==> src/rob_pkg.sv <==
package rob_pkg;

    // ======================================================================
    // Default geometry of the reorder buffer
    // ======================================================================

    // Number of slots in the ring, which has to be a power of two
    parameter int ROB_DEFAULT_ENTRIES = 32;

    // Width of the late-arriving payload
    parameter int ROB_DEFAULT_DATA_BITS = 64;

    // Width of the meta-data captured when a slot is allocated
    parameter int ROB_DEFAULT_META_BITS = 8;

    // ======================================================================
    // Timing and bookkeeping constants
    // ======================================================================

    // Cycles from the edge that samples deq_en to valid output data
    parameter int ROB_READ_LATENCY = 2;

    // The ready counter only has to run a few entries ahead of the output
    // So three bits are plenty and keep the compare logic small
    parameter int ROB_READY_CNT_BITS = 3;

endpackage
==> src/rob_top.sv <==
module rob_top
    import rob_pkg::*;
#(
    parameter int N_ENTRIES = ROB_DEFAULT_ENTRIES,
    parameter int DATA_BITS = ROB_DEFAULT_DATA_BITS,
    parameter int META_BITS = ROB_DEFAULT_META_BITS
)
(
    input  logic                         clk,
    input  logic                         reset_n,

    // Allocation of a slot together with its meta-data
    input  logic                         alloc,
    input  logic [META_BITS-1:0]         alloc_meta,
    output logic                         not_full,
    output logic [$clog2(N_ENTRIES)-1:0] alloc_idx,

    // Payload write by slot index, always accepted
    input  logic                         wr_en,
    input  logic [$clog2(N_ENTRIES)-1:0] wr_idx,
    input  logic [DATA_BITS-1:0]         wr_data,

    // Ordered output, valid ROB_READ_LATENCY cycles after deq_en
    input  logic                         deq_en,
    output logic                         not_empty,
    output logic [DATA_BITS-1:0]         first_data,
    output logic [META_BITS-1:0]         first_meta
);

    logic [$clog2(N_ENTRIES)-1:0] oldest;
    logic                         trip_tag;

    // ======================================================================
    // Control
    // ======================================================================

    // Allocation order, full indication and the trip parity of the ring
    rob_ring_ptrs #(
        .N_ENTRIES (N_ENTRIES)
    ) ring_ptrs_i (
        .clk       (clk),
        .reset_n   (reset_n),
        .alloc     (alloc),
        .deq_en    (deq_en),
        .alloc_idx (alloc_idx),
        .not_full  (not_full),
        .oldest    (oldest),
        .trip_tag  (trip_tag)
    );

    // Tracks payload arrival and reports when the oldest entry is ready
    rob_ready_scan #(
        .N_ENTRIES (N_ENTRIES)
    ) ready_scan_i (
        .clk       (clk),
        .reset_n   (reset_n),
        .wr_en     (wr_en),
        .wr_idx    (wr_idx),
        .oldest    (oldest),
        .trip_tag  (trip_tag),
        .deq_en    (deq_en),
        .not_empty (not_empty)
    );

    // ======================================================================
    // Storage
    // ======================================================================

    // Payload arrives in any order and is written by slot index
    rob_sdp_ram #(
        .DEPTH (N_ENTRIES),
        .WIDTH (DATA_BITS)
    ) data_ram (
        .clk   (clk),
        .wen   (wr_en),
        .waddr (wr_idx),
        .wdata (wr_data),
        .raddr (oldest),
        .rdata (first_data)
    );

    // Meta-data is stored at the slot handed out by the allocation
    rob_sdp_ram #(
        .DEPTH (N_ENTRIES),
        .WIDTH (META_BITS)
    ) meta_ram (
        .clk   (clk),
        .wen   (alloc),
        .waddr (alloc_idx),
        .wdata (alloc_meta),
        .raddr (oldest),
        .rdata (first_meta)
    );

endmodule

==> src/rob_ready_scan.sv <==
module rob_ready_scan
    import rob_pkg::*;
#(
    parameter int N_ENTRIES = ROB_DEFAULT_ENTRIES
)
(
    input  logic                         clk,
    input  logic                         reset_n,
    input  logic                         wr_en,
    input  logic [$clog2(N_ENTRIES)-1:0] wr_idx,
    input  logic [$clog2(N_ENTRIES)-1:0] oldest,
    input  logic                         trip_tag,
    input  logic                         deq_en,
    output logic                         not_empty
);

    localparam int IDX_BITS = $clog2(N_ENTRIES);

    typedef logic [IDX_BITS-1:0]           idx_t;
    typedef logic [ROB_READY_CNT_BITS-1:0] cnt_t;

    logic [N_ENTRIES-1:0] valid_bits;
    idx_t                 scan_ptr;
    logic                 scan_tgt;
    logic                 scan_hit;
    logic                 scan_step;
    cnt_t                 ready_cnt;
    cnt_t                 ready_cnt_next;
    logic                 not_empty_q;

    // ======================================================================
    // Valid bits
    // ======================================================================

    // Each slot has one valid bit and its meaning alternates on every trip
    // around the ring
    // On the first trip a set bit reads 1, on the second trip it reads 0,
    // and so on
    // This way a bit left over from the previous trip already reads as
    // not valid and nothing has to clear it at dequeue
    //
    // A slot at or after the oldest index belongs to the current trip
    // A slot below the oldest index has already wrapped and belongs to the
    // next trip, so it is marked with the inverted tag
    // The index, the oldest pointer and the tag are all sampled in the
    // write cycle, which keeps them consistent with one another
    always_ff @(posedge clk)
    begin
        if (!reset_n)
        begin
            valid_bits <= '0;
        end
        else if (wr_en)
        begin
            valid_bits[wr_idx] <= (wr_idx >= oldest) ? trip_tag : ~trip_tag;
        end
    end

    // ======================================================================
    // In-order readiness scan
    // ======================================================================

    // The scan pointer walks the ring in allocation order and stops at the
    // first slot whose payload has not arrived yet
    // Its target tag follows the same trip parity as the valid bits
    assign scan_hit  = (valid_bits[scan_ptr] == scan_tgt);

    // Stop once the counter is saturated so it can never wrap
    // The scan then resumes as soon as a dequeue frees a count
    assign scan_step = scan_hit && (ready_cnt != '1);

    always_ff @(posedge clk)
    begin
        if (!reset_n)
        begin
            scan_ptr <= '0;
            scan_tgt <= 1'b1;
        end
        else if (scan_step)
        begin
            scan_ptr <= scan_ptr + idx_t'(1);
            // Crossing the last slot starts a new trip for the scan as well
            if (&scan_ptr)
            begin
                scan_tgt <= ~scan_tgt;
            end
        end
    end

    // ======================================================================
    // Ready-entry counter
    // ======================================================================

    // The counter holds the number of scanned entries that are ready and
    // not yet dequeued
    // Each scan step adds one and each dequeue takes one away
    assign ready_cnt_next = ready_cnt + cnt_t'(scan_step) - cnt_t'(deq_en);

    always_ff @(posedge clk)
    begin
        if (!reset_n)
        begin
            ready_cnt   <= '0;
            not_empty_q <= 1'b0;
        end
        else
        begin
            ready_cnt   <= ready_cnt_next;
            // Registered from the next count so that not_empty always
            // agrees with the count held in the same cycle
            not_empty_q <= (ready_cnt_next != '0);
        end
    end

    assign not_empty = not_empty_q;

    // The consumer may only dequeue an entry that has been reported ready
    assert property (@(posedge clk) disable iff (!reset_n)
        deq_en |-> not_empty)
    else $error("rob_ready_scan: deq_en while empty");

endmodule

==> src/rob_ring_ptrs.sv <==
module rob_ring_ptrs
    import rob_pkg::*;
#(
    parameter int N_ENTRIES = ROB_DEFAULT_ENTRIES
)
(
    input  logic                         clk,
    input  logic                         reset_n,
    input  logic                         alloc,
    input  logic                         deq_en,
    output logic [$clog2(N_ENTRIES)-1:0] alloc_idx,
    output logic                         not_full,
    output logic [$clog2(N_ENTRIES)-1:0] oldest,
    output logic                         trip_tag
);

    localparam int IDX_BITS = $clog2(N_ENTRIES);

    typedef logic [IDX_BITS-1:0] idx_t;

    idx_t newest;
    idx_t oldest_ptr;
    idx_t occupancy;
    logic tag;

    // The wrapped index arithmetic only works for a power-of-two ring
    if (((N_ENTRIES & (N_ENTRIES - 1)) != 0) || (N_ENTRIES < 4))
    begin : g_bad_depth
        $error("rob_ring_ptrs needs N_ENTRIES to be a power of two of at least 4");
    end

    // ======================================================================
    // Allocation and dequeue pointers
    // ======================================================================

    // The newest pointer names the slot that the next allocation receives
    // Slots are handed out strictly in ring order, one per cycle
    always_ff @(posedge clk)
    begin
        if (!reset_n)
        begin
            newest <= '0;
        end
        else if (alloc)
        begin
            newest <= newest + idx_t'(1);
        end
    end

    // The oldest pointer follows the dequeues in the same ring order
    // The tag flips each time the oldest pointer steps past the last slot,
    // which marks the start of a new trip around the ring
    always_ff @(posedge clk)
    begin
        if (!reset_n)
        begin
            oldest_ptr <= '0;
            tag        <= 1'b1;
        end
        else if (deq_en)
        begin
            oldest_ptr <= oldest_ptr + idx_t'(1);
            if (&oldest_ptr)
            begin
                tag <= ~tag;
            end
        end
    end

    // The wrapped difference of the pointers is the number of live entries
    // It never reaches N_ENTRIES because one slot is always held back
    assign occupancy = newest - oldest_ptr;

    // Full is declared one slot early so the pointers never meet while full
    assign not_full  = (occupancy < idx_t'(N_ENTRIES - 1));

    assign alloc_idx = newest;
    assign oldest    = oldest_ptr;
    assign trip_tag  = tag;

    // ======================================================================
    // Checks on the surrounding logic
    // ======================================================================

    // The producer has to respect not_full
    assert property (@(posedge clk) disable iff (!reset_n)
        alloc |-> not_full)
    else $error("rob_ring_ptrs: alloc while full");

    // A dequeue is only legal for an allocated entry, otherwise the oldest
    // pointer would overtake the newest one
    assert property (@(posedge clk) disable iff (!reset_n)
        deq_en |-> (occupancy != '0))
    else $error("rob_ring_ptrs: dequeue would cross the allocation pointer");

endmodule

==> src/rob_sdp_ram.sv <==
module rob_sdp_ram
    import rob_pkg::*;
#(
    parameter int DEPTH = ROB_DEFAULT_ENTRIES,
    parameter int WIDTH = ROB_DEFAULT_DATA_BITS
)
(
    input  logic                     clk,
    input  logic                     wen,
    input  logic [$clog2(DEPTH)-1:0] waddr,
    input  logic [WIDTH-1:0]         wdata,
    input  logic [$clog2(DEPTH)-1:0] raddr,
    output logic [WIDTH-1:0]         rdata
);

    localparam int ADDR_BITS  = $clog2(DEPTH);
    // The registered read address is the first stage of the read latency
    localparam int OUT_STAGES = ROB_READ_LATENCY - 1;

    logic [WIDTH-1:0]     mem [DEPTH];
    logic                 wen_q;
    logic [ADDR_BITS-1:0] waddr_q;
    logic [WIDTH-1:0]     wdata_q;
    logic [ADDR_BITS-1:0] raddr_q;
    logic [WIDTH-1:0]     rd_pipe [OUT_STAGES];

    // Writes are captured in a register stage and committed one edge later
    always_ff @(posedge clk)
    begin
        wen_q   <= wen;
        waddr_q <= waddr;
        wdata_q <= wdata;
    end

    always_ff @(posedge clk)
    begin
        if (wen_q)
        begin
            mem[waddr_q] <= wdata_q;
        end
    end

    // The array is read from the registered address and the result walks
    // through the output registers, so data follows the address by exactly
    // ROB_READ_LATENCY edges
    always_ff @(posedge clk)
    begin
        raddr_q    <= raddr;
        rd_pipe[0] <= mem[raddr_q];
        for (int i = 1; i < OUT_STAGES; i++)
        begin
            rd_pipe[i] <= rd_pipe[i-1];
        end
    end

    assign rdata = rd_pipe[OUT_STAGES-1];

endmodule

==> config.mk <==
export PLATFORM = sky130hd
export DESIGN_NAME = rob_top
export DESIGN_NICKNAME = d
export VERILOG_FILES = /design/src/rob_pkg.sv /design/src/rob_top.sv /design/src/rob_ready_scan.sv /design/src/rob_ring_ptrs.sv /design/src/rob_sdp_ram.sv
export SDC_FILE = /design/constraint.sdc
export NUM_CORES = 2
export LEC_CHECK = 0
export BUFFER_PORTS_ARGS = -buffer_cell sky130_fd_sc_hd__clkbuf_2
export CORE_MARGIN = 4
export CORE_UTILIZATION = 61
export CTS_CLUSTER_DIAMETER = 100
export CTS_CLUSTER_SIZE = 8
export DETAILED_ROUTE_END_ITERATION = 12
export PLACE_DENSITY = 0.78
export SLEW_MARGIN = 20
export SYNTH_ARGS = -nofsm -noshare
export SYNTH_HDL_FRONTEND = slang
export SYNTH_HIERARCHICAL = 1
export SYNTH_SLANG_ARGS = --single-unit
export TNS_END_PERCENT = 5
==> constraint.sdc <==
create_clock -name clk -period 5.7 [get_ports clk]
set_input_delay 0.285 -clock clk [delete_from_list [all_inputs] [get_ports clk]]
set_output_delay 0.285 -clock clk [all_outputs]
set_load 0.02 [all_outputs]
# Word-level counts from Yosys, hierarchy flattened
# Memory sizes are Yosys's and may differ from the RTL's. A register that Yosys moved wholly into a read port is not among the register bits.
# Index checks and enable logic that the tools add are counted.
# totals
regBits	137
latch_bits	0
ram_bits	2376
mem_bits_ro	0
inputBits	82
output_inout_bits	79
wordCells	48
mem_count	4
# op_classes
n_addsub	6
n_mul	0
div	0
order_cmp	5
eq_ne	2
n_shift	0
muxes	10
bitwise_logic	2
n_reduce_logical	5
# memory_table
name	depth	word_bits	read_ports	rd_clocked_by_memory_dff	write_ports	line_no	source
data_ram.mem	32	64	1	1	1	rob_sdp_ram.sv:20	logic [WIDTH-1:0] mem [DEPTH];
meta_ram.mem	32	8	1	1	1	rob_sdp_ram.sv:20	
data_ram.rd_pipe	1	64	1	0	1	rob_sdp_ram.sv:25	logic [WIDTH-1:0] rd_pipe [OUT_STAGES];
meta_ram.rd_pipe	1	8	1	0	1	rob_sdp_ram.sv:25	
# ops
operator	n
32-bit bitwise mux	1
5-bit by 1-bit adder with 5-bit output, second input constant	3
5-bit by 6-bit < comparator with 1-bit output, second input constant	2
6-bit AND reduction	2
1-bit 2-to-1 mux	7
1-bit binary-select mux with 5-bit select	1
1-bit demux with 5-bit select	1
5-bit by 1-bit >= comparator with 1-bit output, second input constant	1
5-bit >= comparator	1
5-bit < comparator, second input constant	1
5-bit subtractor	1
3-bit by 1-bit adder with 3-bit output	1
3-bit != test, second input constant	1
3-bit nonzero test	1
3-bit by 1-bit subtractor with 3-bit output	1
1-bit logical AND	2
1-bit NOT	2
1-bit equality test	1

# Depth between registers and ports, before layout
# depth
depth_word	7
depth_mapped	13
mapped_depth_nobuf	10

# Hierarchy
# The synthesis kept the hierarchy.
# modules_own_cells
mod	instances	cells_per_inst	area_per_inst_um2	seq_area_each_um2
rob_sdp_ram (data_ram)	1	3172	80464.7	64281.7
rob_sdp_ram (meta_ram)	1	436	10433.8	8227.9
rob_ready_scan	1	245	2238.4	840.8
rob_ring_ptrs	1	66	628.1	220.2

# Worst setup path before layout
# OpenSTA, ideal clock, no wires.
# synth_timing
path_kind	flip-flop to flip-flop
from	register data_ram.wen_q
to	memory data_ram/mem[28][0] (netlist bit) (enable)
setup_ns	0.487
arrival_ns	3.659
path_slack_ns	1.554
stages_incl_launch_ff	4
path_buffers	1
path_cell_list	dfxtp_1 > or3b_2 > clkbuf_1 > nor2_1
# synth_between
elab_chain_cells	2
# synth_rtl
item	line_no	source
start: declaration	rob_sdp_ram.sv:21	logic wen_q;
start signal: assignment	rob_sdp_ram.sv:30	wen_q <= wen;
1-bit 2-to-1 mux	rob_sdp_ram.sv:37	if (wen_q)
1-bit 2-to-1 mux (implied by the code)	rob_sdp_ram.sv:39	mem[waddr_q] <= wdata_q;
end: declaration	rob_sdp_ram.sv:20	
# No other way between the ends.

# Worst setup path in the final report
# layout_timing
from	register ready_scan_i.scan_ptr[2]
to	register ready_scan_i.not_empty_q, in the netlist ready_scan_i/not_empty
# layout_between
elab_chain_cells	7
# layout_rtl
item	line_no	source
start: declaration	rob_ready_scan.sv:23	idx_t scan_ptr;
start signal: assignment	rob_ready_scan.sv:81	scan_ptr <= scan_ptr + idx_t'(1);
1-bit binary-select mux with 5-bit select	rob_ready_scan.sv:66	assign scan_hit = (valid_bits[scan_ptr] == scan_tgt);
1-bit 2-to-1 mux (implied by the code)	rob_ready_scan.sv:66	
1-bit equality test	rob_ready_scan.sv:66	
1-bit logical AND	rob_ready_scan.sv:70	assign scan_step = scan_hit && (ready_cnt != '1);
3-bit by 1-bit adder with 3-bit output	rob_ready_scan.sv:97	assign ready_cnt_next = ready_cnt + cnt_t'(scan_step) - cnt_t'(deq_en);
3-bit by 1-bit subtractor with 3-bit output	rob_ready_scan.sv:97	
named net ready_scan_i.ready_cnt_next[1]	rob_ready_scan.sv:28	cnt_t ready_cnt_next;
3-bit nonzero test	rob_ready_scan.sv:111	not_empty_q <= (ready_cnt_next != '0);
end signal: assignment	rob_ready_scan.sv:111	
end: declaration	rob_ready_scan.sv:29	logic not_empty_q;
# The timed path passes the listed nets, and every way through them passes these cells. The select of a mux whose other input is x is not followed.
# A chain may end at the register's enable or synchronous reset.

==> impl_metrics.py <==
metrics = {
    "run_status": {
        "outcome": "finished, final reports clean",
    },
    "clock_tree": {
        "cts_tree": "done",
        "cts_buffers": 365,
        "clkSlewWorstSetupHoldPaths_ns": 0.05,
        "cts.sinks": 2523,
        "cts-root-buf": "clkbuf_16",
        "clkLatencyLatePin_ns": 0.91,
        "cts_buffer_depth": 4,
        "cts_max_level": 5,
    },
    "sta": {
        "hold_viol": 0,
        "rsz0062_at_grt": "false",
        "timing.fmax_mhz": 300,
        "maxSlewHeadroom_pct": 23.6,
        "finalClockSkew_ns": 0.0451,
        "fin_crit_sh_pct": 58.5,
        "final.setup.tns_ns": 0,
        "setup_violations": 0,
        "final_max_slew_viol_count": 0,
        "fin_ws_ns": 2.37,
        "fin_crit_ns": 3.33,
        "worst-slew-pin-transition_ns": 1.14,
    },
    "final_layout": {
        "drive_gt1_share_pct": 30.8,
        "layout_commonest_cell": "edfxtp_1",
        "final_nets": 4538,
        "mostFrequentLayoutCells": "edfxtp_1 (2304), mux4_2 (686), clkbuf_16 (368), clkbuf_1 (247), dfxtp_1 (202)",
        "area_growth_pct": 16.1,
        "fin_area_um2": 109000,
    },
    "global_routing": {
        "grt_usage_pct": 31.0,
        "antenna_found_initial": 8,
        "grt_overflow": 0,
        "grt_pass1_vias": 48100,
        "grt_pass1_wl_um": 349000,
        "grt_max_degree": 109,
    },
    "pwr": {
        "finalPower_mw": 42.5,
        "irDropWorstVdd_mv": 0.449,
        "leakage_nw": 34.0,
        "p_per_area_nw_per_um2": 390,
    },
    "routing": {
        "ant_nets": 0,
        "drt_pre_antenna_iters": 7,
        "vias_per_cell": 6.87,
        "routed_wl_um": 242000,
        "avgRoutedWirePerCell_um": 35.9,
        "drt_iter0_markers": 6902,
        "vias": 46300,
        "drc": 0,
    },
    "synthesis": {
        "ys.warnings.count": 6,
        "async_reset_ff_share_pct": 0,
        "avgSynthCellArea_um2": 23.9,
        "synth-seq-cells": 2523,
        "yosysTopAreaCell": "edfxtp_1",
        "synthesis.area_um2": 93800,
        "synth_edf_count": 2304,
        "post_synth_inst_count": 3919,
        "ys_types": 48,
        "syn-num-nets": 4017,
        "synth-main-ff-cell": "edfxtp_1",
        "synth-seq-area-share_pct": 78.5,
        "yosysTopAreaCellShare_pct": 73.8,
        "ys_top_cells_by_area": "edfxtp_1 (74%), mux4_2 (16%), dfxtp_1 (4.7%)",
    },
    "critical_path": {
        "rrSetupSlack_ns": 2.37,
        "critPathKind": "flip-flop to flip-flop",
        "r2r-end": "ready_scan_i/not_empty",
        "critPathMaxFanout": 17,
        "cp-end-kind": "flip-flop",
        "crit_path_start": "ready_scan_i/scan_ptr[2]",
        "worstPathRequired_ns": 6.43,
        "rr_worst_depth": 9,
        "worstReg2RegStart": "ready_scan_i/scan_ptr[2]",
        "critPathArrivalTime_ns": 4.07,
        "critPathCapture": "ready_scan_i/not_empty",
        "crit_path_start_kind": "flip-flop",
    },
    "placed_design": {
        "dp_slack_ns": 2.39,
        "dp_hpwl_um": 103000,
        "gp_congestion": 0.749,
        "port_buffers": 160,
        "dpl-instance-area_um2": 97400,
    },
    "die": {
        "die_width_um": 400,
        "fp-row-count": 143,
        "design.core.area_um2": 152000,
        "die_h_um": 400,
        "die-area_um2": 160000,
        "initial_core_util_pct": 61.5,
        "io_pins": 161,
    },
    "run": {
        "maxCapViolCount": 0,
    },
    "hold_path": {
        "hold_path.class": "input pin to flip-flop",
    },
}
-- how the worst min path moves through the flow --
stage	endpoint	start	depth (start not counted)	slack, ns
after global placement	meta_ram/wdata_q[1]	alloc_meta[1]	1	0.39
after floorplan	data_ram/waddr_q[0]	wr_idx[0]	0	0.31
final	data_ram/wdata_q[20]	wr_data[20]	2	0.04
after CTS	data_ram/wdata_q[61]	wr_data[61]	2	0.001
after detailed placement	data_ram/wdata_q[13]	wr_data[13]	1	0.39
after global routing	data_ram/wdata_q[6]	wr_data[6]	2	0.02
-- kinds of logic (layout without fill, tap and decap cells) --
logic type,after synthesis,count (layout),synth area share (%)
buffers and inverters,218,1000,1.08
AO/OA/AOI/OAI,128,128,0.959
multiplexers,826,826,18.1
other,0,2,0
XOR/XNOR,14,14,0.131
adder cells (fa/ha/maj),16,16,0.230
AND/OR/NAND/NOR,194,194,1.05
flip-flops,2523,2523,78.5
-- metrics by stage --
| stage | utilization (%) | std cells | hold WS [ns] |
|---|---|---|---|
| 2_1_floorplan | - | 3919 | 0.313 |
| 3_3_place_gp | 63.9 | 5991 | 0.388 |
| 3_5_place_dp | 63.9 | 5991 | 0.389 |
| 4_1_cts | 71.4 | 6731 | 0.00125 |
| 5_1_grt | 71.4 | 6732 | 0.0189 |
| 6_report | 71.4 | 6733 | 0.0361 |
-- per-layer routing --
layer / global-route usage (%) / vias to the layer above / wire, um
li1: - / 17800 / -
met1: 42.4 / 24200 / 83200
met2: 50.0 / 3625 / 121000
met3: 6.82 / 613 / 28100
met4: 11.6 / 4 / 9460
met5: 0 / - / 41
-- cell usage after synthesis (3+ instances only) --
| cell | instances |
|---|---|
| a211oi_1 | 4 |
| a21oi_1 | 37 |
| a221oi_1 | 12 |
| a22oi_1 | 5 |
| a311oi_1 | 32 |
| and2_1 | 15 |
| and3_1 | 3 |
| buf_1 | 28 |
| buf_2 | 66 |
| buf_4 | 23 |
| buf_6 | 4 |
| clkbuf_1 | 79 |
| dfxtp_1 | 219 |
| edfxtp_1 | 2304 |
| ha_1 | 14 |
| inv_1 | 17 |
| mux2_2 | 83 |
| mux2i_1 | 57 |
| mux4_2 | 686 |
| nand2_1 | 22 |
| nand2b_1 | 12 |
| nand3_1 | 14 |
| nand3b_1 | 12 |
| nand4_1 | 4 |
| nor2_1 | 82 |
| nor2b_1 | 8 |
| nor3b_1 | 6 |
| o211ai_1 | 4 |
| o21ai_0 | 10 |
| o221ai_1 | 3 |
| o22ai_1 | 10 |
| o2bb2ai_1 | 3 |
| o31a_1 | 3 |
| or3_1 | 3 |
| or3b_2 | 5 |
| xnor2_1 | 10 |
| xor2_1 | 4 |
-- worst max-delay path: stages, from the launching register on --
cell      delay (ns)
dfxtp_1         0.79
mux4_2          0.40
mux2_2          0.27
nand3b_1        0.08
and4_1          0.33
mux2i_1         0.38
ha_1            0.23
fa_1            0.44
nor3_1          0.20
nor2_1          0.06
-- state kept, by name (all words and copies together) (netlist names), named ones only --
signal	cells
data_ram/mem	2048
meta_ram/mem	256
data_ram/rd_pipe	64
data_ram/wdata_q	64
ready_scan_i/valid_bits	32
meta_ram/rd_pipe	8
meta_ram/wdata_q	8
data_ram/waddr_q	5
meta_ram/waddr_q	5
ready_scan_i/scan_ptr	5
ring_ptrs_i/alloc_idx	5
ring_ptrs_i/oldest	5
ready_scan_i/ready_cnt	3
data_ram/wen_q	1
meta_ram/wen_q	1
ready_scan_i/not_empty	1
ready_scan_i/scan_tgt	1
ring_ptrs_i/trip_tag	1
-- report_power, final --
group	switching (mW)	internal [mW]
Clock	7.65	12.0
Sequential	0.416	20.5
Combinational	0.935	0.979
-- cell type report --
type / count / area [um^2]
tap: 2030 / 2540
fill: 8095 / 43600
inverter: 18 / 67.6
sequential: 2523 / 73600
timing repair buffer: 354 / 2930
clock inverter: 12 / 135
clock buffer: 616 / 10100
multi-input combinational: 1178 / 19400
antenna: 2 / 5.00
-- timing repair --
action                                 in CTS  in global routing
hold buffers                              112                  0
buffers inserted                            0                  0
endpoints found under the hold margin      99                  0
gates resized for setup                     0                  0
(Power assumes the default switching activity.)
